File: src/SdSpi_defines.svh
/*
	SD-card SPI host controller, build constants
	bus widths, block address, control bit layout and divider setup
*/

`ifndef SDSPI_DEFINES_SVH
`define SDSPI_DEFINES_SVH

// bus widths
`define SDSPI_DATA_W 64
`define SDSPI_ADDR_W 32
`define SDSPI_OPM_W 5

// block address, compared with address bits 15:4
`define SDSPI_SELF_ADDR 12'h050

// control register bits
`define SDSPI_CTRL_CS 0
`define SDSPI_CTRL_XMIT1 1
`define SDSPI_CTRL_XMIT8 5
// divider byte sits in the top byte of the control word
`define SDSPI_CTRL_DIV_LSB 24

// divider count is {divider byte, low nibble}
`define SDSPI_DIV_W 14
`define SDSPI_DIV_LSB 4'hA

// bytes moved by one burst
`define SDSPI_BURST_BYTES 8

`endif

File: src/SdSpiPkg.sv
/*
	SD-card SPI host controller, shared types
	bus response status, opcode bit positions and register index
*/

package SdSpiPkg;

	// response status on mmioOK
	// READY when idle, OK once serviced, HOLD while the master must wait
	typedef enum logic [1:0]
	{
		statusReady = 2'b00,
		statusOk    = 2'b01,
		statusHold  = 2'b10
	} mmioStatusT;

	// bit positions inside mmioOpm
	// bit 3 asks for a load, bit 4 for a store
	typedef enum logic [2:0]
	{
		opmReadBit  = 3'd3,
		opmWriteBit = 3'd4
	} mmioOpmBitT;

	// register index taken from address bits 3:2
	// the fourth code is unused and reads as zero
	typedef enum logic [1:0]
	{
		regCtrl  = 2'b00,
		regExch  = 2'b01,
		regQueue = 2'b10
	} spiRegSelT;

endpackage

File: src/SdSpiDecode.sv
/*
	SD-card SPI host controller, request decode
	registers the bus request, matches the block address and splits it
	into register index, read and write enables
*/

`timescale 1ns/10ps

`include "SdSpi_defines.svh"

module SdSpiDecode
	import SdSpiPkg::*;
(
	input  logic                      clock,
	input  logic                      reset,
	input  logic [`SDSPI_DATA_W-1:0]  mmioInData,
	input  logic [`SDSPI_ADDR_W-1:0]  mmioAddr,
	input  logic [`SDSPI_OPM_W-1:0]   mmioOpm,
	output spiRegSelT                 regSel,
	output logic                      readEn,
	output logic                      writeEn,
	output logic [`SDSPI_DATA_W-1:0]  writeData
);

	// request copy, one cycle behind the bus
	logic [`SDSPI_DATA_W-1:0] dataReg;
	logic [`SDSPI_ADDR_W-1:0] addrReg;
	logic [`SDSPI_OPM_W-1:0] opmReg;
	logic selfSel;

	always_ff @(posedge clock)
	begin
		dataReg <= mmioInData;
		addrReg <= mmioAddr;
		// only the opcode needs a clean idle value
		if (reset)
			opmReg <= '0;
		else
			opmReg <= mmioOpm;
	end

	// low region, then our 16-byte slot inside it
	assign selfSel = (addrReg[27:16] == 12'h000) && (addrReg[15:4] == `SDSPI_SELF_ADDR);

	// word index within the slot
	assign regSel = spiRegSelT'(addrReg[3:2]);

	assign readEn = opmReg[opmReadBit] && selfSel;
	assign writeEn = opmReg[opmWriteBit] && selfSel;
	assign writeData = dataReg;

	// master never issues load and store at once to this block
	assert property (@(posedge clock) disable iff (reset) !(readEn && writeEn))
		else $error("SdSpiDecode: read and write requested together");

endmodule

File: src/SdSpiEngine.sv
/*
	SD-card SPI host controller, shift engine
	control register, clock divider, bit and byte counters,
	exchange and queue shift registers, SPI pin drive
*/

`timescale 1ns/10ps

`include "SdSpi_defines.svh"

module SdSpiEngine
	import SdSpiPkg::*;
(
	input  logic                      clock,
	input  logic                      reset,
	input  spiRegSelT                 regSel,
	input  logic                      readEn,
	input  logic                      writeEn,
	input  logic [`SDSPI_DATA_W-1:0]  writeData,
	input  logic                      latchedWrite,
	input  logic                      spiMiso,
	output logic                      spiSclk,
	output logic                      spiMosi,
	output logic                      spiCs,
	output logic                      busy,
	output logic [31:0]               ctrlValue,
	output logic [7:0]                rxByte,
	output logic [`SDSPI_DATA_W-1:0]  recvQueue
);

	logic [31:0] ctrlReg;
	logic [`SDSPI_DIV_W-1:0] divCnt;
	logic [`SDSPI_DIV_W-1:0] divRst;
	logic [`SDSPI_DIV_W-1:0] halfCnt;
	logic [3:0] bitCnt;
	logic [3:0] byteCnt;
	logic xmitDeb;
	logic misoSync1;
	logic misoSync2;
	logic [7:0] txShift;
	logic [7:0] rxShift;
	logic [`SDSPI_DATA_W-1:0] sendQ;
	logic [`SDSPI_DATA_W-1:0] recvQ;
	logic boundary;
	logic byteStep;
	logic sclkRise;
	logic freshWrite;
	logic ctrlAccept;
	logic exchAccept;
	logic queueAccept;

	// bit period is divRst+1 cycles, 16*div+11
	assign divRst = {2'b00, ctrlReg[`SDSPI_CTRL_DIV_LSB +: 8], `SDSPI_DIV_LSB};
	assign halfCnt = divRst >> 1;

	// bit boundary, sclk low and next mosi bit
	assign boundary = (divCnt == '0) && (bitCnt != 4'd0);
	// burst step once the previous byte has fully drained
	assign byteStep = (divCnt == '0) && (bitCnt == 4'd0) && (byteCnt != 4'd0);
	// mid-bit, sclk high and miso capture
	assign sclkRise = (divCnt != '0) && (divCnt == halfCnt);

	// divider still running covers the tail after the last bit
	assign busy = (bitCnt != 4'd0) || (byteCnt != 4'd0) || (divCnt != '0);

	// a held write is taken once, before the result latch closes
	assign freshWrite = writeEn && !latchedWrite;
	assign ctrlAccept = freshWrite && (regSel == regCtrl) && !busy && !xmitDeb;
	assign exchAccept = freshWrite && (regSel == regExch) && !busy;
	assign queueAccept = freshWrite && (regSel == regQueue);

	always_ff @(posedge clock)
	begin
		if (reset)
		begin
			ctrlReg <= '0;
			divCnt <= '0;
			bitCnt <= 4'd0;
			byteCnt <= 4'd0;
			xmitDeb <= 1'b0;
			spiSclk <= 1'b0;
			spiMosi <= 1'b1;
		end
		else
		begin
			if (divCnt != '0)
			begin
				divCnt <= divCnt - 1'b1;
				if (sclkRise)
					spiSclk <= 1'b1;
			end
			else
			begin
				// also parks sclk low when idle
				spiSclk <= 1'b0;
				if (boundary)
				begin
					spiMosi <= txShift[7];
					divCnt <= divRst;
					bitCnt <= bitCnt - 1'b1;
				end
				else if (byteStep)
				begin
					// last step only flushes the final byte into recvQ
					byteCnt <= byteCnt - 1'b1;
					bitCnt <= (byteCnt != 4'd1) ? 4'd8 : 4'd0;
				end
			end

			// control write, optionally launching a transfer
			if (ctrlAccept)
			begin
				ctrlReg <= writeData[31:0];
				if (writeData[`SDSPI_CTRL_XMIT1])
				begin
					bitCnt <= 4'd8;
					xmitDeb <= 1'b1;
				end
				else if (writeData[`SDSPI_CTRL_XMIT8])
				begin
					// one extra step to push the last byte
					byteCnt <= 4'(`SDSPI_BURST_BYTES + 1);
					xmitDeb <= 1'b1;
				end
			end
			else if (readEn || !writeEn)
			begin
				// start strobe ends with a read or a dropped opcode
				xmitDeb <= 1'b0;
			end
		end
	end

	// data path, no reset needed
	always_ff @(posedge clock)
	begin
		// two-stage miso input
		misoSync1 <= spiMiso;
		misoSync2 <= misoSync1;

		if (boundary)
			txShift <= {txShift[6:0], 1'b0};
		else if (byteStep)
			txShift <= sendQ[7:0];
		else if (exchAccept)
			txShift <= writeData[7:0];

		// sampling at the rise reads the pin two cycles earlier,
		// still inside the bit the slave has been holding
		if (sclkRise)
			rxShift <= {rxShift[6:0], misoSync2};

		if (byteStep)
		begin
			// send low byte first, refill with 0xFF
			sendQ <= {8'hFF, sendQ[`SDSPI_DATA_W-1:8]};
			// received bytes enter from the top
			recvQ <= {rxShift, recvQ[`SDSPI_DATA_W-1:8]};
		end
		else if (queueAccept)
		begin
			sendQ <= writeData;
		end
	end

	assign spiCs = ctrlReg[`SDSPI_CTRL_CS];
	assign ctrlValue = ctrlReg;
	assign rxByte = rxShift;
	assign recvQueue = recvQ;

	// one byte is eight bits
	assert property (@(posedge clock) disable iff (reset) bitCnt <= 4'd8)
		else $error("SdSpiEngine: bit count above 8");

	// burst plus the flush step
	assert property (@(posedge clock) disable iff (reset)
		byteCnt <= 4'(`SDSPI_BURST_BYTES + 1))
		else $error("SdSpiEngine: byte count above burst length");

endmodule

File: src/SdSpiResult.sv
/*
	SD-card SPI host controller, response path
	selects read data, derives OK/HOLD/READY with write-latch
	tracking and registers the response onto the bus
*/

`timescale 1ns/10ps

`include "SdSpi_defines.svh"

module SdSpiResult
	import SdSpiPkg::*;
(
	input  logic                      clock,
	input  logic                      reset,
	input  spiRegSelT                 regSel,
	input  logic                      readEn,
	input  logic                      writeEn,
	input  logic                      busy,
	input  logic [31:0]               ctrlValue,
	input  logic [7:0]                rxByte,
	input  logic [`SDSPI_DATA_W-1:0]  recvQueue,
	output logic                      latchedWrite,
	output logic [`SDSPI_DATA_W-1:0]  mmioOutData,
	output mmioStatusT                mmioOK
);

	logic [31:0] ctrlShown;
	logic [`SDSPI_DATA_W-1:0] readData;
	logic blocked;
	logic latchNext;
	mmioStatusT status;

	// bit 1 reads back as the busy flag
	always_comb
	begin
		ctrlShown = ctrlValue;
		ctrlShown[`SDSPI_CTRL_XMIT1] = busy;
	end

	always_comb
	begin
		case (regSel)
			regCtrl:  readData = {{(`SDSPI_DATA_W-32){1'b0}}, ctrlShown};
			regExch:  readData = {{(`SDSPI_DATA_W-8){1'b0}}, rxByte};
			regQueue: readData = recvQueue;
			default:  readData = '0;
		endcase
	end

	// control and exchange wait for the shifter, queue never does
	assign blocked = busy && ((regSel == regCtrl) || (regSel == regExch));

	// latch opens with the accepted write, closes when the opcode drops
	assign latchNext = writeEn && (latchedWrite || !blocked);

	always_comb
	begin
		status = statusReady;
		if (writeEn)
			status = latchedWrite ? statusOk : statusHold;
		else if (readEn)
			status = (busy && (regSel == regExch)) ? statusHold : statusOk;
	end

	always_ff @(posedge clock)
	begin
		mmioOutData <= readData;
		if (reset)
		begin
			latchedWrite <= 1'b0;
			mmioOK <= statusReady;
		end
		else
		begin
			latchedWrite <= latchNext;
			mmioOK <= status;
		end
	end

endmodule

File: src/SdSpiTop.sv
/*
	SD-card SPI host controller, top level
	request decode, SPI shift engine and response path on the MMIO bus
*/

`timescale 1ns/10ps

`include "SdSpi_defines.svh"

module SdSpiTop
	import SdSpiPkg::*;
(
	input  logic                      clock,
	input  logic                      reset,
	input  logic [`SDSPI_DATA_W-1:0]  mmioInData,
	output logic [`SDSPI_DATA_W-1:0]  mmioOutData,
	input  logic [`SDSPI_ADDR_W-1:0]  mmioAddr,
	input  logic [`SDSPI_OPM_W-1:0]   mmioOpm,
	output mmioStatusT                mmioOK,
	output logic                      spiSclk,
	output logic                      spiMosi,
	output logic                      spiCs,
	input  logic                      spiMiso
);

	// decoded request
	spiRegSelT regSel;
	logic readEn;
	logic writeEn;
	logic [`SDSPI_DATA_W-1:0] writeData;

	// engine state seen by the response path
	logic busy;
	logic [31:0] ctrlValue;
	logic [7:0] rxByte;
	logic [`SDSPI_DATA_W-1:0] recvQueue;

	// write accepted, back to the engine
	logic latchedWrite;

	SdSpiDecode decode
	(
		.clock(clock),
		.reset(reset),
		.mmioInData(mmioInData),
		.mmioAddr(mmioAddr),
		.mmioOpm(mmioOpm),
		.regSel(regSel),
		.readEn(readEn),
		.writeEn(writeEn),
		.writeData(writeData)
	);

	SdSpiEngine engine
	(
		.clock(clock),
		.reset(reset),
		.regSel(regSel),
		.readEn(readEn),
		.writeEn(writeEn),
		.writeData(writeData),
		.latchedWrite(latchedWrite),
		.spiMiso(spiMiso),
		.spiSclk(spiSclk),
		.spiMosi(spiMosi),
		.spiCs(spiCs),
		.busy(busy),
		.ctrlValue(ctrlValue),
		.rxByte(rxByte),
		.recvQueue(recvQueue)
	);

	SdSpiResult result
	(
		.clock(clock),
		.reset(reset),
		.regSel(regSel),
		.readEn(readEn),
		.writeEn(writeEn),
		.busy(busy),
		.ctrlValue(ctrlValue),
		.rxByte(rxByte),
		.recvQueue(recvQueue),
		.latchedWrite(latchedWrite),
		.mmioOutData(mmioOutData),
		.mmioOK(mmioOK)
	);

endmodule

File: config.mk
export PLATFORM = sky130hd
export DESIGN_NAME = SdSpiTop
export DESIGN_NICKNAME = d
export VERILOG_FILES = /design/src/SdSpiPkg.sv /design/src/SdSpiDecode.sv /design/src/SdSpiEngine.sv /design/src/SdSpiResult.sv /design/src/SdSpiTop.sv
export VERILOG_INCLUDE_DIRS = /design/src
export SDC_FILE = /design/constraint.sdc
export NUM_CORES = 1
export LEC_CHECK = 0
export ABC_AREA = 1
export BUFFER_PORTS_ARGS = -buffer_cell sky130_fd_sc_hd__buf_2
export CAP_MARGIN = 20
export CELL_PAD_IN_SITES_DETAIL_PLACEMENT = 1
export CELL_PAD_IN_SITES_GLOBAL_PLACEMENT = 1
export CORE_ASPECT_RATIO = 0.6
export CORE_MARGIN = 2
export CORE_UTILIZATION = 41
export DETAILED_ROUTE_END_ITERATION = 8
export PLACE_DENSITY_LB_ADDON = 0.1
export SLEW_MARGIN = 20
export SYNTH_ARGS = -nofsm -noshare
export SYNTH_HDL_FRONTEND = slang
export SYNTH_SLANG_ARGS = --single-unit
File: constraint.sdc
create_clock -name clock -period 8.85 [get_ports clock]
set_input_delay 0 -clock clock [delete_from_list [all_inputs] [get_ports clock]]
set_output_delay 0 -clock clock [all_outputs]
set_load 0.01 [all_outputs]
==> results of run 1 <==
## path summary, 6_finish.rpt
check	end	slack [ns]	cells after the start
max	engine.sendQ[8]	5.50	8
min	decode.writeData[12]	0.1	2
max reg2reg	engine.sendQ[8]	5.50	8
min reg2reg	engine.misoSync2	0.33	0
## report_power, final
group	total (uW)	leakage [uW]	switching, uW	internal (uW)
clock	1560	0.000592	639	923
sequential	1860	0.00308	62.5	1800
combinational	461	0.00289	282	179
total	3880	0.00657	983	2900
## registers in the layout (all words and copies together) (netlist names)
register,flops
decode.addrReg,26
engine.rxByte,8
engine.misoSync2,1
result.mmioOK,2
result.mmioOutData,64
engine.ctrlValue,31
engine.txShift,8
engine.recvQueue,64
engine.divCnt,14
engine.misoSync1,1
decode.opmReg,2
engine.bitCnt,4
engine.sendQ,64
engine.byteCnt,4
result.latchedWrite,1
engine.spiMosi,1
decode.writeData,64
engine.spiSclk,1
engine.xmitDeb,1
## per-layer routing
layer,GRT usage,up-vias
met3,0.0352,44
met2,0.332,190
met1,0.307,4108
met5,0,-
li1,-,4163
met4,0.0559,0
## cell type report
class / count / area [um^2]
Multi-Input combinational cell: 606 / 2920
Timing Repair Buffer: 268 / 1850
Tap cell: 375 / 469
Sequential cell: 361 / 8580
Inverter: 108 / 407
Fill cell: 3139 / 13400
Clock inverter: 14 / 188
Clock buffer: 50 / 1010
## kinds of logic (layout without fill, tap and decap cells)
| logic type | Yosys count | in the layout |
|---|---|---|
| AND/OR/NAND/NOR | 461 | 461 |
| flip-flops | 361 | 361 |
| buffers and inverters | 143 | 440 |
| AO/OA/AOI/OAI | 120 | 120 |
| XOR/XNOR | 17 | 17 |
| adder cells (fa/ha/maj) | 8 | 8 |
## metrics by stage
stage                     utilization  worst slack, ns
after CTS                       0.535             5.48
after floorplan                     -             3.27
after global placement          0.460             5.57
after detailed placement        0.460             5.50
final                           0.535             5.50
after global routing            0.535             5.21
## Yosys cell counts, types with 3 or more instances
| cell type | n |
|---|---|
| nand2_2 | 3 |
| inv_1 | 105 |
| ha_1 | 8 |
| nand2_1 | 221 |
| nor2_1 | 152 |
| nand4_1 | 12 |
| a21oi_1 | 13 |
| a22o_1 | 17 |
| o21ai_1 | 17 |
| clkbuf_1 | 24 |
| nand3_1 | 43 |
| o21ai_0 | 56 |
| nor3_1 | 7 |
| buf_1 | 3 |
| xor2_1 | 15 |
| a22oi_1 | 7 |
| nor2_2 | 5 |
| dfxtp_1 | 226 |
| buf_2 | 3 |
| nor2_4 | 4 |
| edfxtp_1 | 135 |
| nor4_1 | 4 |
| nand3b_1 | 3 |
| buf_6 | 3 |
## timing repair
| item | in CTS | in global routing |
|---|---|---|
| setup buffers | 0 | 0 |
| hold buffers | 96 | 0 |
| hold endpoints to repair | 106 | 0 |
==> flow_metrics.env, run 1 <==
export IMPL_outcome="finished clean"
export IMPL_min_from="mmioInData[12]"
export IMPL_drc=0
export IMPL_async_flop_share=0
export IMPL_nNetsFinal=1492
export IMPL_peakVddDrop_mv=0.118
export IMPL_postRouteWirelength_um=31700
export IMPL_avgSynthCellArea_um2=10.9
export IMPL_ant_nets=0
export IMPL_start_util=0.418
export IMPL_fp_dieArea_mm2=0.0308
export IMPL_yosysTopAreaCell="dfxtp_1"
export IMPL_finalInstanceArea_mm2=0.0154
export IMPL_port_buffers=163
export IMPL_synthMuxAreaShare=0
export IMPL_ys_warn_count=0
export IMPL_tns_ns=0
export IMPL_slowest_delay_ns=0.92
export IMPL_path_cells="nor2_1, nand2_2, nor2_4, nand3_4, nor2_4, buf_4, buf_4, o21ai_0"
export IMPL_first_global_vias=9003
export IMPL_grtUsageTotal=0.212
export IMPL_num_rows=48
export IMPL_whs_ns=0.0998
export IMPL_dp_hpwl_um=20600
export IMPL_clkSinkCount=361
export IMPL_cts_tree="done"
export IMPL_cellLeakagePower_uw=0.00657
export IMPL_slew_violations=0
export IMPL_wire_per_inst_um=17.8
export IMPL_antenna_cells=0
export IMPL_path_buf_inv=2
export IMPL_die_h_um=137
export IMPL_crit_family="buffers and inverters"
export IMPL_timing_rr_start="engine.divCnt[5]"
export IMPL_final_cell_mix="dfxtp_1, nand2_1, buf_2"
export IMPL_cts_root_buf="clkbuf_16"
export IMPL_drive_gt1_frac=0.178
export IMPL_io_pins=173
export IMPL_numCtsBuffers=35
export IMPL_wl_met1_um=15400
export IMPL_cts_htree_levels=2
export IMPL_p_per_area_mw_per_mm2=252
export IMPL_layout_min_cycle_time_ns=3.35
export IMPL_clockBufferDepth=3
export IMPL_clk_pin_slew_ns=0.07
export IMPL_routed_via_count=8505
export IMPL_fp_dieW_um=225
export IMPL_slew_limit_headroom=0.309
export IMPL_rsz0062_at_grt="no"
export IMPL_ys_seq_area_frac=0.712
export IMPL_via_per_inst=4.77
export IMPL_required_ns=9.07
export IMPL_area_growth_pct=28.0
export IMPL_clock_latency_ns=0.54
export IMPL_end_kind="register"
export IMPL_synth_top_area_share=0.376
export IMPL_drt_iter0_drc=481
export IMPL_route_met2_wl_um=14200
export IMPL_grt_overflow_total=0
export IMPL_antenna_found_initial=0
export IMPL_synth_enable_flop_cells=135
export IMPL_cp_max_fo=99
export IMPL_total_power_uw=3880
export IMPL_max_freq_mhz=299
export IMPL_synthDistinctLibCells=42
export IMPL_grt_pass1_wl_um=49800
export IMPL_top_layer_used="met4"
export IMPL_finalCritPeriodShare=0.378
export IMPL_synth_xor_area_share=0.0124
export IMPL_hp_class="input port to register"
export IMPL_finalSetupViolCount=0
export IMPL_drv_cap=0
export IMPL_dp_cells=1621
export IMPL_dr_wl_met3_um=1460
export IMPL_critPathSlowestCell="buf_4"
export IMPL_syn_area_mm2=0.0120
export IMPL_yosys_area_share_simple=0.161
export IMPL_hold_viol=0
export IMPL_synthTopCellsByArea="dfxtp_1, edfxtp_1, nand2_1"
export IMPL_firstDrtPassIters=5
export IMPL_crit_start="engine.divCnt[5]"
export IMPL_final_common_cell="dfxtp_1"
export IMPL_core_area_mm2=0.0288
export IMPL_finalWeightedCongestion=0.861
export IMPL_fin_cells=1782
export IMPL_synthAdderAreaFrac=0.00831
export IMPL_fin_skew_ns=0.0298
export IMPL_cp_arrival_ns=3.56
export IMPL_syn_nets=1222
export IMPL_syn_instance_count=1110
export IMPL_ys_ff_latch=361
export IMPL_synth_compound_area_share=0.0587
export IMPL_worst_slew_pin_slew_ns=1.04
export IMPL_critPathLaunchType="register"
export IMPL_placed_area_mm2=0.0133
export IMPL_cts_resized=0
export IMPL_grt_max_degree=100
export IMPL_path_class="register to register"
export IMPL_synth_main_ff_cell="dfxtp_1"
export IMPL_synth_top_family_by_area="simple AND/OR/NAND/NOR gates"
Note: power is estimated with default switching activity, not from simulation.
==> inputs of run 2 (changes only) <==
ABC_AREA = 0   (was 1)
clock period = 2.9 ns   (was 8.85 ns; I/O delays follow)
==> flow_metrics.env, run 2 <==
export IMPL_path_cells="inv_1, ha_1, nor3b_2, nand2_1, or4_1, buf_4, mux2i_1, nor2_1"
export IMPL_fin_util=0.535
export IMPL_first_global_vias=7838
export IMPL_die_h_um=136
export IMPL_pwr_share_clk=0.395
export IMPL_async_flop_share=0
export IMPL_finalSetupViolCount=0
export IMPL_required_ns=3.30
export IMPL_p_switching_uw=2800
export IMPL_hp_class="input port to register"
export IMPL_syn_nets=975
export IMPL_slew_violations=0
export IMPL_final_setup_worst_slack_ns=0.295
export IMPL_clock_latency_ns=0.52
export IMPL_clockBufferDepth=3
export IMPL_ctsHoldBuffers=94
export IMPL_critPathSlowestCell="or4_1"
export IMPL_synthTopCellsByCount="dfxtp_1, edfxtp_1, nand2_1, mux2_2, nor2_1"
export IMPL_dp_hpwl_um=19000
export IMPL_grt_max_degree=69
export IMPL_outcome="finished clean"
export IMPL_fp_dieArea_mm2=0.0304
export IMPL_syn_instance_count=863
export IMPL_synth_compound_area_share=0.0380
export IMPL_num_rows=48
export IMPL_cts_resized=0
export IMPL_grt_overflow_total=0
export IMPL_antenna_found_initial=0
export IMPL_synthAdderAreaFrac=0.00842
export IMPL_pwr_share_comb=0.110
export IMPL_rsz0062_at_grt="no"
export IMPL_area_growth_pct=29.0
export IMPL_end_kind="register"
export IMPL_preCtsSetupSlack_ns=0.357
export IMPL_finalWeightedCongestion=0.790
export IMPL_finalInstanceArea_mm2=0.0153
export IMPL_worst_slew_pin_slew_ns=0.737
export IMPL_slowest_delay_ns=0.57
export IMPL_cp_arrival_ns=3.00
export IMPL_synth_main_ff_cell="dfxtp_1"
export IMPL_cts_htree_levels=2
export IMPL_yosys_area_share_simple=0.108
export IMPL_hold_viol=0
export IMPL_io_pins=173
export IMPL_layout_min_cycle_time_ns=2.61
export IMPL_p_sw_frac=0.243
export IMPL_p_per_area_mw_per_mm2=752
export IMPL_port_buffers=163
export IMPL_numCtsBuffers=34
export IMPL_ys_seq_area_frac=0.721
export IMPL_postCtsSetupRepairBufs=0
export IMPL_cellLeakagePower_uw=0.00611
export IMPL_max_freq_mhz=384
export IMPL_core_area_mm2=0.0286
export IMPL_fillers=2886
export IMPL_synth_xor_area_share=0.0103
export IMPL_drt_iter0_drc=482
export IMPL_critPathLaunchType="register"
export IMPL_fp_dieW_um=224
export IMPL_final_common_cell="dfxtp_1"
export IMPL_routed_via_count=7429
export IMPL_grt_pass1_wl_um=44800
export IMPL_final_cell_mix="dfxtp_1, buf_2, edfxtp_1"
export IMPL_drc=0
export IMPL_wire_per_inst_um=18.8
export IMPL_avgSynthCellArea_um2=13.8
export IMPL_synthTopCellsByArea="dfxtp_1, edfxtp_1, mux2_2"
export IMPL_via_per_inst=4.82
export IMPL_peakVddDrop_mv=0.431
export IMPL_nNetsFinal=1252
export IMPL_multi_input_area_mm2=0.00315
export IMPL_drive_gt1_frac=0.271
export IMPL_cts_tree="done"
export IMPL_drv_cap=0
export IMPL_clkSinkCount=361
export IMPL_register_area_mm2=0.00858
export IMPL_synth_enable_flop_cells=135
export IMPL_synthDistinctLibCells=53
export IMPL_clk_pin_slew_ns=0.07
export IMPL_pwr_share_seq=0.494
export IMPL_finalCritPeriodShare=0.898
export IMPL_synthMuxAreaShare=0.0976
export IMPL_postRouteWirelength_um=29000
export IMPL_placed_area_mm2=0.0132
export IMPL_grtUsageTotal=0.194
export IMPL_slew_limit_headroom=0.509
export IMPL_synth_top_area_share=0.380
export IMPL_synth_top_family_by_area="simple AND/OR/NAND/NOR gates"
export IMPL_ys_ff_latch=361
export IMPL_ys_warn_count=0
export IMPL_p_int_uw=8730
export IMPL_path_class="register to register"
export IMPL_firstDrtPassIters=5
export IMPL_yosysTopAreaCell="dfxtp_1"
export IMPL_cts_root_buf="clkbuf_16"
export IMPL_ant_nets=0
export IMPL_start_util=0.415
export IMPL_fin_skew_ns=0.0160
export IMPL_synth_most_common_cell="dfxtp_1"
export IMPL_syn_area_mm2=0.0119
export IMPL_cp_max_fo=32
export IMPL_antenna_cells=0
## run 2: layout make-up
class	instances	share of cell area
Multi-Input combinational cell	456	0.206
Timing Repair Buffer	277	0.127
Inverter	10	0.00245
Clock inverter	16	0.00865
Clock buffer	46	0.0665
Tap cell	375	0.0306
Sequential cell	361	0.559
## run 2: path summary, 6_finish.rpt
path | startpoint | to | slack, ns | cells after the start
worst max-delay path | engine.bitCnt[0] | engine.ctrlValue[28] | 0.29 | 8
worst max register to register | engine.bitCnt[0] | engine.ctrlValue[28] | 0.29 | 8
worst min register to register | engine.misoSync1 | engine.misoSync2 | 0.34 | 0
worst min-delay path | mmioInData[63] | decode.writeData[63] | 0.11 | 2
## run 2: power groups by stage
stage / clock [uW] / sequential (uW) / combinational, uW
2_1_floorplan: 0 / 5740 / 822
3_3_place_gp: 0 / 5800 / 1140
3_5_place_dp: 0 / 5810 / 1170
4_1_cts: 4680 / 5700 / 1270
5_1_grt: 4890 / 5730 / 1420
6_report: 4560 / 5700 / 1270
## run 2: routing by layer
metal / global-route usage / routed length (um) / vias to the layer above / share of wire
met1: 0.277 / 14200 / 3681 / 0.49
met5: 0 / 0 / - / 0
met3: 0.0363 / 1110 / 34 / 0.038
li1: - / - / 3585 / -
met4: 0.0559 / 445 / 0 / 0.015
met2: 0.303 / 13300 / 129 / 0.46
## run 2: metrics by stage
stage	cells	TNS, ns	hold slack [ns]	total power, uW
2_1_floorplan	863	-70.69	0.0277	6570
4_1_cts	1541	0	0.0830	11700
6_report	1541	0	0.114	11500
5_1_grt	1541	0	0.0929	12000
3_3_place_gp	1385	0	0.103	6950
3_5_place_dp	1385	0	0.104	6980
## run 2: critical path: cells and delay by family (launching register included)
kind	cells	cell delay (ns)
adders and majority gates	1	0.23
buffers and inverters	2	0.37
DFF	1	0.35
muxes	1	0.21
and+or+nand+nor	4	1.29
## run 2: cell families (layout without fill, tap and decap cells)
| logic type | Yosys count | in the layout |
|---|---|---|
| compound gates | 74 | 74 |
| xor+xnor | 14 | 14 |
| fa+ha+maj | 8 | 8 |
| buf+inv | 46 | 349 |
| flops | 361 | 361 |
| mux | 109 | 109 |
| simple gates | 251 | 251 |
==> inputs of run 3 (changes only) <==
SETUP_SLACK_MARGIN = 0.4   (was not set)
==> flow_metrics.env, run 3 (synthesis gave the netlist of run 2 again) <==
export IMPL_port_buffers=163
export IMPL_antenna_cells=0
export IMPL_critPathLaunchType="register"
export IMPL_first_global_vias=7875
export IMPL_cp_max_fo=55
export IMPL_antenna_found_initial=0
export IMPL_crit_family="buffers and inverters"
export IMPL_clockBufferDepth=3
export IMPL_finalWeightedCongestion=0.790
export IMPL_drc=0
export IMPL_fin_util=0.539
export IMPL_slew_limit_headroom=0.557
export IMPL_fin_skew_ns=0.0159
export IMPL_grtUsageTotal=0.196
export IMPL_rsz0062_at_grt="no"
export IMPL_min_from="mmioInData[63]"
export IMPL_register_area_mm2=0.00858
export IMPL_final_common_cell="dfxtp_1"
export IMPL_cp_arrival_ns=2.62
export IMPL_p_per_area_mw_per_mm2=751
export IMPL_pwr_share_comb=0.115
export IMPL_hold_viol=0
export IMPL_end_kind="register"
export IMPL_pwr_share_clk=0.393
export IMPL_grt_pass1_wl_um=45000
export IMPL_cts_htree_levels=2
export IMPL_drt_iter0_drc=473
export IMPL_peakVddDrop_mv=0.430
export IMPL_numCtsBuffers=34
export IMPL_p_int_uw=8780
export IMPL_final_cell_mix="dfxtp_1, buf_2, edfxtp_1"
export IMPL_pwr_share_seq=0.492
export IMPL_drive_gt1_frac=0.279
export IMPL_outcome="finished clean"
export IMPL_worst_slew_pin_slew_ns=0.659
export IMPL_slew_violations=0
export IMPL_area_growth_pct=29.8
export IMPL_via_per_inst=4.81
export IMPL_core_area_mm2=0.0286
export IMPL_num_rows=48
export IMPL_die_h_um=136
export IMPL_ant_nets=0
export IMPL_routed_via_count=7452
export IMPL_grt_max_degree=69
export IMPL_firstDrtPassIters=6
export IMPL_p_sw_frac=0.243
export IMPL_total_power_uw=11600
export IMPL_path_cells="inv_2, ha_4, nor4b_4, buf_4, and4_1, nand3_2, buf_6, mux2_2"
export IMPL_finalSetupViolCount=0
export IMPL_ff2ff_setup_slack_ns=0.54
export IMPL_cts_root_buf="clkbuf_16"
export IMPL_grt_overflow_total=0
export IMPL_finalCritPeriodShare=0.814
export IMPL_cellLeakagePower_uw=0.00616
export IMPL_drv_cap=0
export IMPL_path_class="register to register"
export IMPL_multi_input_area_mm2=0.00319
export IMPL_slowest_delay_ns=0.40
export IMPL_postRouteWirelength_um=29300
export IMPL_required_ns=3.16
export IMPL_path_buf_inv=3
export IMPL_tns_ns=0
export IMPL_fp_dieArea_mm2=0.0304
export IMPL_crit_start="engine.divCnt[1]"
export IMPL_clock_latency_ns=0.52
export IMPL_layout_min_cycle_time_ns=2.36
export IMPL_dp_hpwl_um=19000
export IMPL_io_pins=173
export IMPL_clk_pin_slew_ns=0.07
export IMPL_wire_per_inst_um=18.9
export IMPL_nNetsFinal=1260
export IMPL_start_util=0.415
export IMPL_hp_class="input port to register"
export IMPL_max_freq_mhz=424
export IMPL_cts_tree="done"
export IMPL_clkSinkCount=361
export IMPL_p_switching_uw=2810
export IMPL_fp_dieW_um=224
export IMPL_fillers=2892
export IMPL_critPathSlowestCell="buf_6"
export IMPL_timing_rr_start="engine.divCnt[1]"
-- run 3: area by class of cell --
cell class,instances,area share
clock buffer,46,0.0661
sequential,361,0.556
timing repair buffer,285,0.130
clock inverter,16,0.00859
inverter,10,0.00243
multi-input combinational,456,0.206
tap,375,0.0304
-- run 3: worst paths after layout --
kind / to / cells after the start
hold reg to reg: engine.misoSync2 / 0
setup reg to reg: engine.sendQ[42] / 8
setup / recovery: engine.sendQ[42] / 8
hold / removal: decode.writeData[63] / 2
-- run 3: metal layers --
metal | up-vias | GRT usage | share of wire
met5 | - | 0 | 0
met4 | 0 | 0.0552 | 0.015
met3 | 32 | 0.0352 | 0.053
met2 | 140 | 0.307 | 0.46
met1 | 3678 | 0.279 | 0.47
li1 | 3602 | - | -
-- run 3: power by group through the flow --
| stage | Combinational, uW | Sequential (uW) | Clock (uW) |
|---|---|---|---|
| floorplan | 822 | 5740 | 0 |
| detailed placement | 1170 | 5810 | 0 |
| global placement | 1140 | 5800 | 0 |
| global route | 1480 | 5730 | 4890 |
| CTS | 1270 | 5700 | 4680 |
| finish | 1340 | 5700 | 4550 |
-- run 3: what timing repair did --
item,CTS,global route
pin swaps,1,1
gates resized for setup,2,5
hold buffers,94,0
endpoints found under the hold margin,107,0
setup buffers,2,6
endpoints found under the setup margin,23,35
-- run 3: stage by stage --
step / hold WS (ns) / cell area (um^2) / setup slack [ns] / std cells
2_1_floorplan: 0.0277 / 11900 / -1.08 / 863
3_3_place_gp: 0.103 / 13200 / 0.441 / 1385
3_5_place_dp: 0.104 / 13200 / 0.357 / 1385
4_1_cts: 0.0830 / 15400 / 0.405 / 1543
5_1_grt: 0.0929 / 15400 / 0.404 / 1549
6_report: 0.114 / 15400 / 0.539 / 1549
